<file path="src/logic/apbRegPkg.sv">
// APB register map of the I2C master with addresses and configuration field layout
`default_nettype none

package apbRegPkg;

	////////////////////
	// Word addresses
	////////////////////

	// Push into the transmit FIFO
	localparam logic [31:0] regAddrTx = 32'd0;
	// Pop from the receive FIFO
	localparam logic [31:0] regAddrRx = 32'd4;
	// Configuration word, reads back
	localparam logic [31:0] regAddrConfig = 32'd8;
	// SCL half-period in PCLK cycles
	localparam logic [31:0] regAddrClkDiv = 32'd12;
	// Filled receive slots
	localparam logic [31:0] regAddrRxCredits = 32'd16;

	////////////////////
	// Register layout
	////////////////////

	// Width of the configuration and divider registers
	localparam int cfgWidth = 14;

	// Field positions inside the configuration word
	localparam int cfgStartBit = 0;
	localparam int cfgReadBit = 1;
	localparam int cfgAddrLsb = 2;
	localparam int cfgCountLsb = 9;

endpackage

`default_nettype wire

</file>
<file path="src/logic/i2cBusPkg.sv">
// I2C bus types and bus-level constants shared by the FIFOs and the bit engine
`default_nettype none

package i2cBusPkg;

	// Bits in one bus byte
	localparam int i2cByteBits = 8;

	// Data byte on the bus and in the FIFOs
	typedef logic [i2cByteBits-1:0] i2cByteT;
	// Number of data bytes in one transaction, 1 to 31
	typedef logic [4:0] i2cCountT;
	// 7-bit target address
	typedef logic [6:0] i2cAddrT;

	// Shortest allowed SCL half-period in PCLK cycles
	localparam int i2cMinHalf = 2;
	// Released SDA during the acknowledge bit means NACK
	localparam logic i2cNack = 1'b1;

endpackage

`default_nettype wire

</file>
<file path="src/logic/byteFifo.sv">
// Synchronous byte FIFO on a circular buffer, used for transmit and receive
`default_nettype none
`timescale 1ns/1ps

module byteFifo #(
	parameter int fifoDepth = 4
) (
	input  logic PCLK,
	input  logic PRESETn,
	input  logic push,
	input  i2cBusPkg::i2cByteT pushData,
	input  logic pop,
	output i2cBusPkg::i2cByteT headData,
	output logic [$clog2(fifoDepth+1)-1:0] count,
	output logic empty
);
	import i2cBusPkg::*;

	localparam int ptrW = $clog2(fifoDepth);
	localparam int cntW = $clog2(fifoDepth + 1);
	localparam logic [cntW-1:0] fullCount = cntW'(fifoDepth);
	localparam logic [ptrW-1:0] lastPtr = ptrW'(fifoDepth - 1);

	i2cByteT mem [fifoDepth];
	logic [ptrW-1:0] wrPtr;
	logic [ptrW-1:0] rdPtr;
	logic doPop;

	assign empty = (count == '0);
	// Pops on an empty FIFO are dropped
	assign doPop = pop && !empty;
	// Head reads zero when nothing is stored
	assign headData = empty ? '0 : mem[rdPtr];

	// Storage array
	always_ff @(posedge PCLK)
	begin
		if (push)
		begin
			mem[wrPtr] <= pushData;
		end
	end

	// Pointers wrap at the depth, which need not be a power of two
	always_ff @(posedge PCLK)
	begin
		if (!PRESETn)
		begin
			wrPtr <= '0;
			rdPtr <= '0;
			count <= '0;
		end
		else
		begin
			if (push)
			begin
				wrPtr <= (wrPtr == lastPtr) ? '0 : wrPtr + 1'b1;
			end
			if (doPop)
			begin
				rdPtr <= (rdPtr == lastPtr) ? '0 : rdPtr + 1'b1;
			end
			count <= count + cntW'(push) - cntW'(doPop);
		end
	end

	// Writers hold off on their own when full, by credits or by rxCount
	assert property (@(posedge PCLK) disable iff (!PRESETn) count == fullCount |-> !push);

endmodule

`default_nettype wire

</file>
<file path="src/logic/apbSlave.sv">
// APB slave of the I2C master with register decode, transmit credits and read mux
`default_nettype none
`timescale 1ns/1ps

module apbSlave #(
	parameter int fifoDepth = 4
) (
	input  logic PCLK,
	input  logic PRESETn,
	input  logic pSel,
	input  logic pEnable,
	input  logic pWrite,
	input  logic [31:0] pAddr,
	input  logic [31:0] pWdata,
	input  i2cBusPkg::i2cByteT rxHead,
	input  logic [$clog2(fifoDepth+1)-1:0] rxCount,
	input  logic txEmpty,
	input  logic rxEmpty,
	input  logic txPop,
	input  logic xferDone,
	input  logic nackSeen,
	output logic [31:0] pRdata,
	output logic pReady,
	output logic pSlvErr,
	output logic txPush,
	output i2cBusPkg::i2cByteT txData,
	output logic rxPop,
	output logic [apbRegPkg::cfgWidth-1:0] cfgWord,
	output logic [apbRegPkg::cfgWidth-1:0] clkDiv,
	output logic intTx,
	output logic intRx
);
	import apbRegPkg::*;
	import i2cBusPkg::*;

	localparam int cntW = $clog2(fifoDepth + 1);
	localparam logic [cntW-1:0] creditMax = cntW'(fifoDepth);

	logic accessPhase;
	logic txAccess;
	logic cfgWrite;
	logic divWrite;
	logic creditAvail;
	logic [cntW-1:0] txCredits;
	i2cCountT newCount;

	////////////////////
	// Address decode
	////////////////////

	assign accessPhase = pSel && pEnable;
	assign txAccess = accessPhase && pWrite && (pAddr == regAddrTx);
	assign rxPop = accessPhase && !pWrite && (pAddr == regAddrRx);
	assign cfgWrite = accessPhase && pWrite && (pAddr == regAddrConfig);
	assign divWrite = accessPhase && pWrite && (pAddr == regAddrClkDiv);

	// Push only with a free slot and hold the access otherwise
	assign creditAvail = (txCredits != '0);
	assign txPush = txAccess && creditAvail;
	assign txData = pWdata[$bits(i2cByteT)-1:0];
	assign pReady = accessPhase && (!txAccess || creditAvail);

	// Sticky NACK shows up on every access
	assign pSlvErr = accessPhase && nackSeen;
	// Level interrupts
	assign intTx = txEmpty;
	assign intRx = !rxEmpty;

	// Byte count field of the incoming configuration word
	assign newCount = pWdata[cfgCountLsb +: $bits(i2cCountT)];

	// Configuration and divider registers
	always_ff @(posedge PCLK)
	begin
		if (!PRESETn)
		begin
			cfgWord <= '0;
			clkDiv <= '0;
		end
		else
		begin
			if (cfgWrite)
			begin
				cfgWord <= pWdata[cfgWidth-1:0];
				// A zero-length transfer never starts
				cfgWord[cfgStartBit] <= pWdata[cfgStartBit] && (newCount != '0);
			end
			else if (xferDone)
			begin
				cfgWord[cfgStartBit] <= 1'b0;
			end
			if (divWrite)
			begin
				clkDiv <= pWdata[cfgWidth-1:0];
			end
		end
	end

	// Credits track free transmit slots and each master pop hands one back
	always_ff @(posedge PCLK)
	begin
		if (!PRESETn)
		begin
			txCredits <= creditMax;
		end
		else
		begin
			txCredits <= txCredits - cntW'(txPush) + cntW'(txPop);
		end
	end

	// Read data stays zero outside a read access
	always_comb
	begin
		pRdata = '0;
		if (accessPhase && !pWrite)
		begin
			case (pAddr)
				regAddrRx: pRdata = 32'(rxHead);
				regAddrConfig: pRdata = 32'(cfgWord);
				regAddrClkDiv: pRdata = 32'(clkDiv);
				regAddrRxCredits: pRdata = 32'(rxCount);
				default: pRdata = '0;
			endcase
		end
	end

	// Pops from the master never push the credits past the FIFO size
	assert property (@(posedge PCLK) disable iff (!PRESETn) txCredits <= creditMax);
	// Every credit is free exactly when the transmit FIFO is empty
	assert property (@(posedge PCLK) disable iff (!PRESETn)
		(txCredits == creditMax) == txEmpty);

endmodule

`default_nettype wire

</file>
<file path="src/logic/i2cMaster.sv">
// I2C bit engine running one START, address, data and STOP transaction per start bit
`default_nettype none
`timescale 1ns/1ps

module i2cMaster #(
	parameter int fifoDepth = 4
) (
	input  logic PCLK,
	input  logic PRESETn,
	input  logic [apbRegPkg::cfgWidth-1:0] cfgWord,
	input  logic [apbRegPkg::cfgWidth-1:0] clkDiv,
	input  i2cBusPkg::i2cByteT txHead,
	input  logic txEmpty,
	input  logic [$clog2(fifoDepth+1)-1:0] rxCount,
	input  logic sdaIn,
	output logic txPop,
	output logic rxPush,
	output i2cBusPkg::i2cByteT rxData,
	output logic scl,
	output logic sdaOe,
	output logic xferDone,
	output logic nackSeen
);
	import apbRegPkg::*;
	import i2cBusPkg::*;

	localparam int cntW = $clog2(fifoDepth + 1);
	localparam logic [cntW-1:0] rxFull = cntW'(fifoDepth);
	localparam logic [cfgWidth-1:0] halfMin = cfgWidth'(i2cMinHalf);
	localparam logic [2:0] lastBit = 3'(i2cByteBits - 1);

	// FSM encoding
	localparam logic [2:0] stIdle = 3'd0;
	localparam logic [2:0] stStart = 3'd1;
	localparam logic [2:0] stAddr = 3'd2;
	localparam logic [2:0] stAck = 3'd3;
	localparam logic [2:0] stData = 3'd4;
	localparam logic [2:0] stMack = 3'd5;
	localparam logic [2:0] stStop = 3'd6;

	logic [2:0] state;
	logic [cfgWidth-1:0] halfPeriod;
	logic [cfgWidth-1:0] phaseCnt;
	logic tick;
	logic holdPhase;
	logic launch;
	logic writeBits;
	logic [2:0] bitIdx;
	i2cByteT shReg;
	i2cCountT bytesLeft;
	i2cAddrT targetAddr;
	logic isRead;
	logic byteReady;
	logic sdaDrive;

	// Divider below the minimum runs at the minimum
	assign halfPeriod = (clkDiv < halfMin) ? halfMin : clkDiv;
	assign tick = (phaseCnt == '0);
	// Counter stays loaded while idle or waiting on a FIFO
	assign holdPhase = (state == stIdle) || (state == stData && !byteReady);
	// xferDone blocks a relaunch before the start bit is cleared
	assign launch = (state == stIdle) && cfgWord[cfgStartBit] && !xferDone;
	assign writeBits = (state == stAddr) || !isRead;
	assign targetAddr = cfgWord[cfgAddrLsb +: $bits(i2cAddrT)];

	////////////////////
	// Phase timing
	////////////////////

	always_ff @(posedge PCLK)
	begin
		if (!PRESETn)
		begin
			phaseCnt <= '0;
		end
		else if (tick || holdPhase)
		begin
			phaseCnt <= halfPeriod - 1'b1;
		end
		else
		begin
			phaseCnt <= phaseCnt - 1'b1;
		end
	end

	// SDA lands one cycle after the FSM decides, so never on the SCL edge itself
	always_ff @(posedge PCLK)
	begin
		if (!PRESETn)
		begin
			sdaOe <= 1'b0;
		end
		else
		begin
			sdaOe <= sdaDrive;
		end
	end

	////////////////////
	// Transaction FSM
	////////////////////

	always_ff @(posedge PCLK)
	begin
		if (!PRESETn)
		begin
			state <= stIdle;
			scl <= 1'b1;
			sdaDrive <= 1'b0;
			bitIdx <= '0;
			bytesLeft <= '0;
			isRead <= 1'b0;
			byteReady <= 1'b0;
			nackSeen <= 1'b0;
			xferDone <= 1'b0;
			txPop <= 1'b0;
			rxPush <= 1'b0;
		end
		else
		begin
			txPop <= 1'b0;
			rxPush <= 1'b0;
			xferDone <= 1'b0;
			case (state)
				stIdle:
				begin
					// START pulls SDA low while SCL stays high
					if (launch)
					begin
						state <= stStart;
						sdaDrive <= 1'b1;
						shReg <= {targetAddr, cfgWord[cfgReadBit]};
						isRead <= cfgWord[cfgReadBit];
						bytesLeft <= cfgWord[cfgCountLsb +: $bits(i2cCountT)];
						nackSeen <= 1'b0;
					end
				end
				stStart:
				begin
					if (tick)
					begin
						scl <= 1'b0;
						state <= stAddr;
						bitIdx <= lastBit;
						sdaDrive <= !shReg[i2cByteBits-1];
					end
				end
				stAddr, stData:
				begin
					if (state == stData && !byteReady)
					begin
						// SCL held low until a byte is there to send or room to receive
						if (!isRead && !txEmpty)
						begin
							txPop <= 1'b1;
							shReg <= txHead;
							sdaDrive <= !txHead[i2cByteBits-1];
							byteReady <= 1'b1;
							bytesLeft <= bytesLeft - 1'b1;
						end
						else if (isRead && rxCount < rxFull)
						begin
							sdaDrive <= 1'b0;
							byteReady <= 1'b1;
							bytesLeft <= bytesLeft - 1'b1;
						end
					end
					else if (tick && !scl)
					begin
						scl <= 1'b1;
					end
					else if (tick)
					begin
						// End of high phase, sample and shift MSB first
						scl <= 1'b0;
						shReg <= {shReg[i2cByteBits-2:0], sdaIn};
						if (bitIdx != '0)
						begin
							bitIdx <= bitIdx - 1'b1;
							sdaDrive <= writeBits && !shReg[i2cByteBits-2];
						end
						else if (writeBits)
						begin
							byteReady <= 1'b0;
							state <= stAck;
							sdaDrive <= 1'b0;
						end
						else
						begin
							byteReady <= 1'b0;
							state <= stMack;
							rxData <= {shReg[i2cByteBits-2:0], sdaIn};
							rxPush <= 1'b1;
							// ACK unless this was the last byte
							sdaDrive <= (bytesLeft != '0);
						end
					end
				end
				stAck, stMack:
				begin
					if (tick && !scl)
					begin
						scl <= 1'b1;
					end
					else if (tick)
					begin
						scl <= 1'b0;
						// Target NACK counts only in the target ack slot
						if (state == stAck && sdaIn == i2cNack)
						begin
							nackSeen <= 1'b1;
						end
						if ((state == stAck && sdaIn == i2cNack) || bytesLeft == '0)
						begin
							state <= stStop;
							sdaDrive <= 1'b1;
							bitIdx <= 3'd1;
						end
						else
						begin
							state <= stData;
							bitIdx <= lastBit;
							sdaDrive <= 1'b0;
						end
					end
				end
				stStop:
				begin
					// SCL rises, then SDA rises, then one idle half-period
					if (tick && !scl)
					begin
						scl <= 1'b1;
					end
					else if (tick && bitIdx != '0)
					begin
						sdaDrive <= 1'b0;
						bitIdx <= '0;
					end
					else if (tick)
					begin
						state <= stIdle;
						xferDone <= 1'b1;
					end
				end
				default:
				begin
					state <= stIdle;
				end
			endcase
		end
	end

	// Data changes only with SCL low, START and STOP excepted
	assert property (@(posedge PCLK) disable iff (!PRESETn)
		$changed(sdaOe) |-> !scl || state == stStart || state == stStop);

endmodule

`default_nettype wire

</file>
<file path="src/logic/apbI2cTop.sv">
// APB to I2C master top level joining the slave, both FIFOs and the bit engine
`default_nettype none
`timescale 1ns/1ps

module apbI2cTop #(
	parameter int fifoDepth = 4
) (
	input  logic PCLK,
	input  logic PRESETn,
	input  logic pSel,
	input  logic pEnable,
	input  logic pWrite,
	input  logic [31:0] pAddr,
	input  logic [31:0] pWdata,
	output logic [31:0] pRdata,
	output logic pReady,
	output logic pSlvErr,
	output logic scl,
	output logic sdaOe,
	input  logic sdaIn,
	output logic intTx,
	output logic intRx
);
	import apbRegPkg::*;
	import i2cBusPkg::*;

	localparam int cntW = $clog2(fifoDepth + 1);

	// Transmit path
	logic txPush;
	i2cByteT txData;
	logic txPop;
	i2cByteT txHead;
	logic txEmpty;

	// Receive path
	logic rxPush;
	i2cByteT rxData;
	logic rxPop;
	i2cByteT rxHead;
	logic [cntW-1:0] rxCount;
	logic rxEmpty;

	// Control between slave and bit engine
	logic [cfgWidth-1:0] cfgWord;
	logic [cfgWidth-1:0] clkDiv;
	logic xferDone;
	logic nackSeen;

	apbSlave #(.fifoDepth(fifoDepth)) i_apbSlave (
		.PCLK(PCLK), .PRESETn(PRESETn),
		.pSel(pSel), .pEnable(pEnable), .pWrite(pWrite),
		.pAddr(pAddr), .pWdata(pWdata),
		.rxHead(rxHead), .rxCount(rxCount),
		.txEmpty(txEmpty), .rxEmpty(rxEmpty), .txPop(txPop),
		.xferDone(xferDone), .nackSeen(nackSeen),
		.pRdata(pRdata), .pReady(pReady), .pSlvErr(pSlvErr),
		.txPush(txPush), .txData(txData), .rxPop(rxPop),
		.cfgWord(cfgWord), .clkDiv(clkDiv),
		.intTx(intTx), .intRx(intRx)
	);

	// Transmit fill level is tracked by the credits, so count stays open
	byteFifo #(.fifoDepth(fifoDepth)) txFifo (
		.PCLK(PCLK), .PRESETn(PRESETn),
		.push(txPush), .pushData(txData), .pop(txPop),
		.headData(txHead), .count(), .empty(txEmpty)
	);

	byteFifo #(.fifoDepth(fifoDepth)) rxFifo (
		.PCLK(PCLK), .PRESETn(PRESETn),
		.push(rxPush), .pushData(rxData), .pop(rxPop),
		.headData(rxHead), .count(rxCount), .empty(rxEmpty)
	);

	i2cMaster #(.fifoDepth(fifoDepth)) i_i2cMaster (
		.PCLK(PCLK), .PRESETn(PRESETn),
		.cfgWord(cfgWord), .clkDiv(clkDiv),
		.txHead(txHead), .txEmpty(txEmpty), .rxCount(rxCount),
		.sdaIn(sdaIn),
		.txPop(txPop), .rxPush(rxPush), .rxData(rxData),
		.scl(scl), .sdaOe(sdaOe),
		.xferDone(xferDone), .nackSeen(nackSeen)
	);

endmodule

`default_nettype wire

</file>
<file path="config.mk">
export PLATFORM = sky130hd
export DESIGN_NAME = apbI2cTop
export DESIGN_NICKNAME = d
export VERILOG_FILES = /design/src/logic/apbRegPkg.sv /design/src/logic/i2cBusPkg.sv /design/src/logic/byteFifo.sv /design/src/logic/apbSlave.sv /design/src/logic/i2cMaster.sv /design/src/logic/apbI2cTop.sv
export SDC_FILE = /design/constraint.sdc
export NUM_CORES = 1
export LEC_CHECK = 0
export BUFFER_PORTS_ARGS = -buffer_cell sky130_fd_sc_hd__buf_2
export CAP_MARGIN = 30
export CORE_MARGIN = 2
export CORE_UTILIZATION = 38
export DETAILED_ROUTE_END_ITERATION = 7
export SLEW_MARGIN = 20
export SYNTH_ARGS = -nofsm -noshare
export SYNTH_HDL_FRONTEND = slang
export SYNTH_SLANG_ARGS = --single-unit
</file>
<file path="constraint.sdc">
create_clock -name PCLK -period 2.9 [get_ports PCLK]
set_input_delay 0.29 -clock PCLK [delete_from_list [all_inputs] [get_ports PCLK]]
set_output_delay 0.29 -clock PCLK [all_outputs]
set_load 0.02 [all_outputs]
</file>
==> impl_metrics.toml <==
[outcome]
status = "completed"

[worst_setup_path]
r2r_start = "i_i2cMaster.phaseCnt[9]"
worstSetupPathType = "reg -> reg"
end_kind = "flop"
r2r_cells = 10
critPathArrivalTime_ns = 2.96
cp_slowest_cell = "nor4_4"
crit_path_max_fanout = 5
cpPeakStageDelay_ns = 0.39
cp_top_family = "simple AND/OR/NAND/NOR gates"
r2r-end = "i_i2cMaster.phaseCnt[12]"
worstPathCellList = "nor4_4 -> and4_2 -> inv_2 -> nand2_1 -> mux2i_1 -> ha_1 -> o211ai_1 -> a211oi_1 -> xor2_1 -> nor2_1"
critPathRequiredTime_ns = 3.20
critPathBufInv = 1
startpoint_type = "flop"
rrSetupSlack_ns = 0.24

[route]
drt-wirelength-per-cell_um = 18.0
drtPass1Iterations = 7
vias = 5790
drc = 0
via_per_inst = 5.32
wl_um = 19600
dr.first_iter.drc_count = 444
drtAntennaViolNets = 0

[clock_tree]
cts_max_level = 4
numCtsBuffers = 17
cts_resized = 0
cts_tree = "yes"
hold_buffers = 0
cts-root-buf = "clkbuf_16"
clk-insertion-delay-late_ns = 0.43
clk_path_buf_depth = 2
postCtsSetupBuffers = 0
clock-sinks = 163
path_clk_slew_ns = 0.06

[logic_synthesis]
synthFlopType = "dfxtp_1"
avgSynthCellArea_um2 = 10.9
yosysSeqAreaShare = 0.516
synth_warnings = 0
syn_area_mm2 = 0.00787
syn_inst = 721
synth_edf_count = 80
yosysTopAreaCell = "edfxtp_1"
ys_types = 72
ys_ff_latch = 163
async_flop_share = 0
synth_area_leaders = "edfxtp_1 (31%), dfxtp_1 (21%), mux4_2 (4.6%), mux2i_1 (3.6%), ha_1 (3.5%)"
synth_top_area_frac = 0.305

[floorplan]
chipWidth_um = 148
rows = 52
core_area_mm2 = 0.0203
io_pins = 108
initial_core_util = 0.388
die_y_um = 148
die_area_mm2 = 0.0219

[sta]
slew_viol_final = 0
hold_viol_final = 0
holdWs_ns = 0.128
finalCritPeriodShare = 0.917
clock.fmax_ghz = 0.376
rsz0062_at_grt = "true"
skew_ns = 0.00849
finalSetupTns_ns = 0
slew-limit-headroom = 0.486
setup_viol = 0
min_period_ns = 2.66
worst_pin_slew_ns = 0.772

[finish]
utilization = 0.452
area_delta_synth_final_pct = 16.4
antenna_cells = 0
drive_gt1_frac = 0.214
finalNonFillerCells = 1089
finalNetCount = 901
layout_commonest_cell = "dfxtp_1"
final_cell_mix = "dfxtp_1 (83), edfxtp_1 (80), nor2_1 (73)"

[hold_path]
timing.hold.worst.class = "in -> reg"
hold_path_depth = 3
min_from = "pWdata[11]"
hold_end = "i_apbSlave.cfgWord[11]"

[global_routing]
grt_usage = 0.187
grt_max_degree = 35
overflow = 0
grt_pass1_vias = 5627
antenna_found_initial = 0
grt_first_pass_wirelength_um = 31300

[placed_design]
dp_hpwl_um = 14500
place_inst = 1057
gp_congestion = 0.902
io_buffers = 71

[power_and_ir_drop]
power_density_mw_per_mm2 = 609
pwr-share-comb = 0.162
p_sw_frac = 0.271
leakagePower_nw = 3.42
clock_power_share = 0.391
seqPwrFrac = 0.447
ir_drop_v = 0.000432
p_int_mw = 4.07
p_sw_mw = 1.51

[flow_run]
drv_cap = 0
-- how the worst max path moves through the flow --
stage,start,endpoint,slack [ns],depth (start not counted)
after global routing,i_i2cMaster.phaseCnt[1],i_i2cMaster.phaseCnt[10],-0.0002,10
after detailed placement,pAddr[13],rxFifo.count[2],0.11,13
after floorplan,pAddr[21],rxFifo.count[2],0.26,12
after global placement,pAddr[13],rxFifo.count[2],0.17,13
final,i_i2cMaster.phaseCnt[9],i_i2cMaster.phaseCnt[12],0.24,10
after CTS,i_i2cMaster.phaseCnt[9],i_i2cMaster.phaseCnt[6],0.23,10
-- per-stage QoR --
stage	cell area, um2	setup WS, ns	power [mW]
floorplan	7940	0.263	3.15
global placement	8590	0.174	3.43
detailed placement	8590	0.109	3.43
CTS	9160	0.233	5.61
global route	9170	-0.000223	5.82
finish	9170	0.241	5.58
-- power groups by stage --
stage          Clock (mW)  Combinational [mW]  Sequential, mW
5_1_grt              2.33               0.996            2.50
3_3_place_gp            0               0.886            2.54
4_1_cts              2.22               0.889            2.49
2_1_floorplan           0               0.607            2.54
3_5_place_dp            0               0.884            2.54
6_report             2.18               0.902            2.49
-- cell usage after synthesis, types with 16 or more instances --
master    count
buf_4        19
o21ai_0      18
inv_1        37
clkbuf_1     24
dfxtp_1      83
and2_1       16
nor3_1       17
mux2i_1      28
mux4_2       16
nor2_1       73
ha_1         22
nand2_1      57
a21oi_1      42
edfxtp_1     80
-- cell type report --
type,instances,area (um2)
Clock inverter,13,138
Sequential cell,163,4060
Multi-Input combinational cell,482,3450
Inverter,39,146
Fill cell,1925,11100
Clock buffer,19,433
Tap cell,270,338
Timing Repair Buffer,103,596
-- worst reg2reg max path, delay by kind of cell, from the launching register on --
kind                     cells  cell delay, ns
flip-flops                   1            0.36
AND/OR/NAND/NOR              4            0.97
XOR/XNOR                     1            0.17
adder cells (fa/ha/maj)      1            0.21
AO/OA/AOI/OAI                2            0.56
multiplexers                 1            0.22
buffers and inverters        1            0.05
-- registers in the layout, indices dropped and copies added (netlist names), 2 cells and up, named ones only --
register / cells
rxFifo.count: 3
rxFifo.wrPtr: 2
txFifo.count: 3
i_apbSlave.cfgWord: 14
i_i2cMaster.shReg: 8
txFifo.rdPtr: 2
i_i2cMaster.state: 3
i_apbSlave.txCredits: 3
rxFifo.mem: 32
i_apbSlave.clkDiv: 14
i_i2cMaster.rxData: 8
i_i2cMaster.bitIdx: 3
rxFifo.rdPtr: 2
i_i2cMaster.bytesLeft: 5
txFifo.mem: 32
txFifo.wrPtr: 2
i_i2cMaster.phaseCnt: 14
-- cell families (layout without fill, tap and decap cells) --
group,count (synthesis),after routing,synth area share
other,1,18,0.000476
adders and majority gates,26,26,0.0439
and+or+nand+nor,235,235,0.156
xor gates and xnor gates,15,15,0.0167
buffers and inverters,93,174,0.0555
muxes,48,48,0.0871
DFF,163,163,0.516
AOI/OAI and AO/OA,140,140,0.125
-- layer usage --
metal | part of all wire | track usage
met5 | 0 | 0
met4 | 0.0078 | 0.0386
met3 | 0.055 | 0.0377
met2 | 0.47 | 0.297
met1 | 0.46 | 0.268
Power figures use the tool's default switching activity.
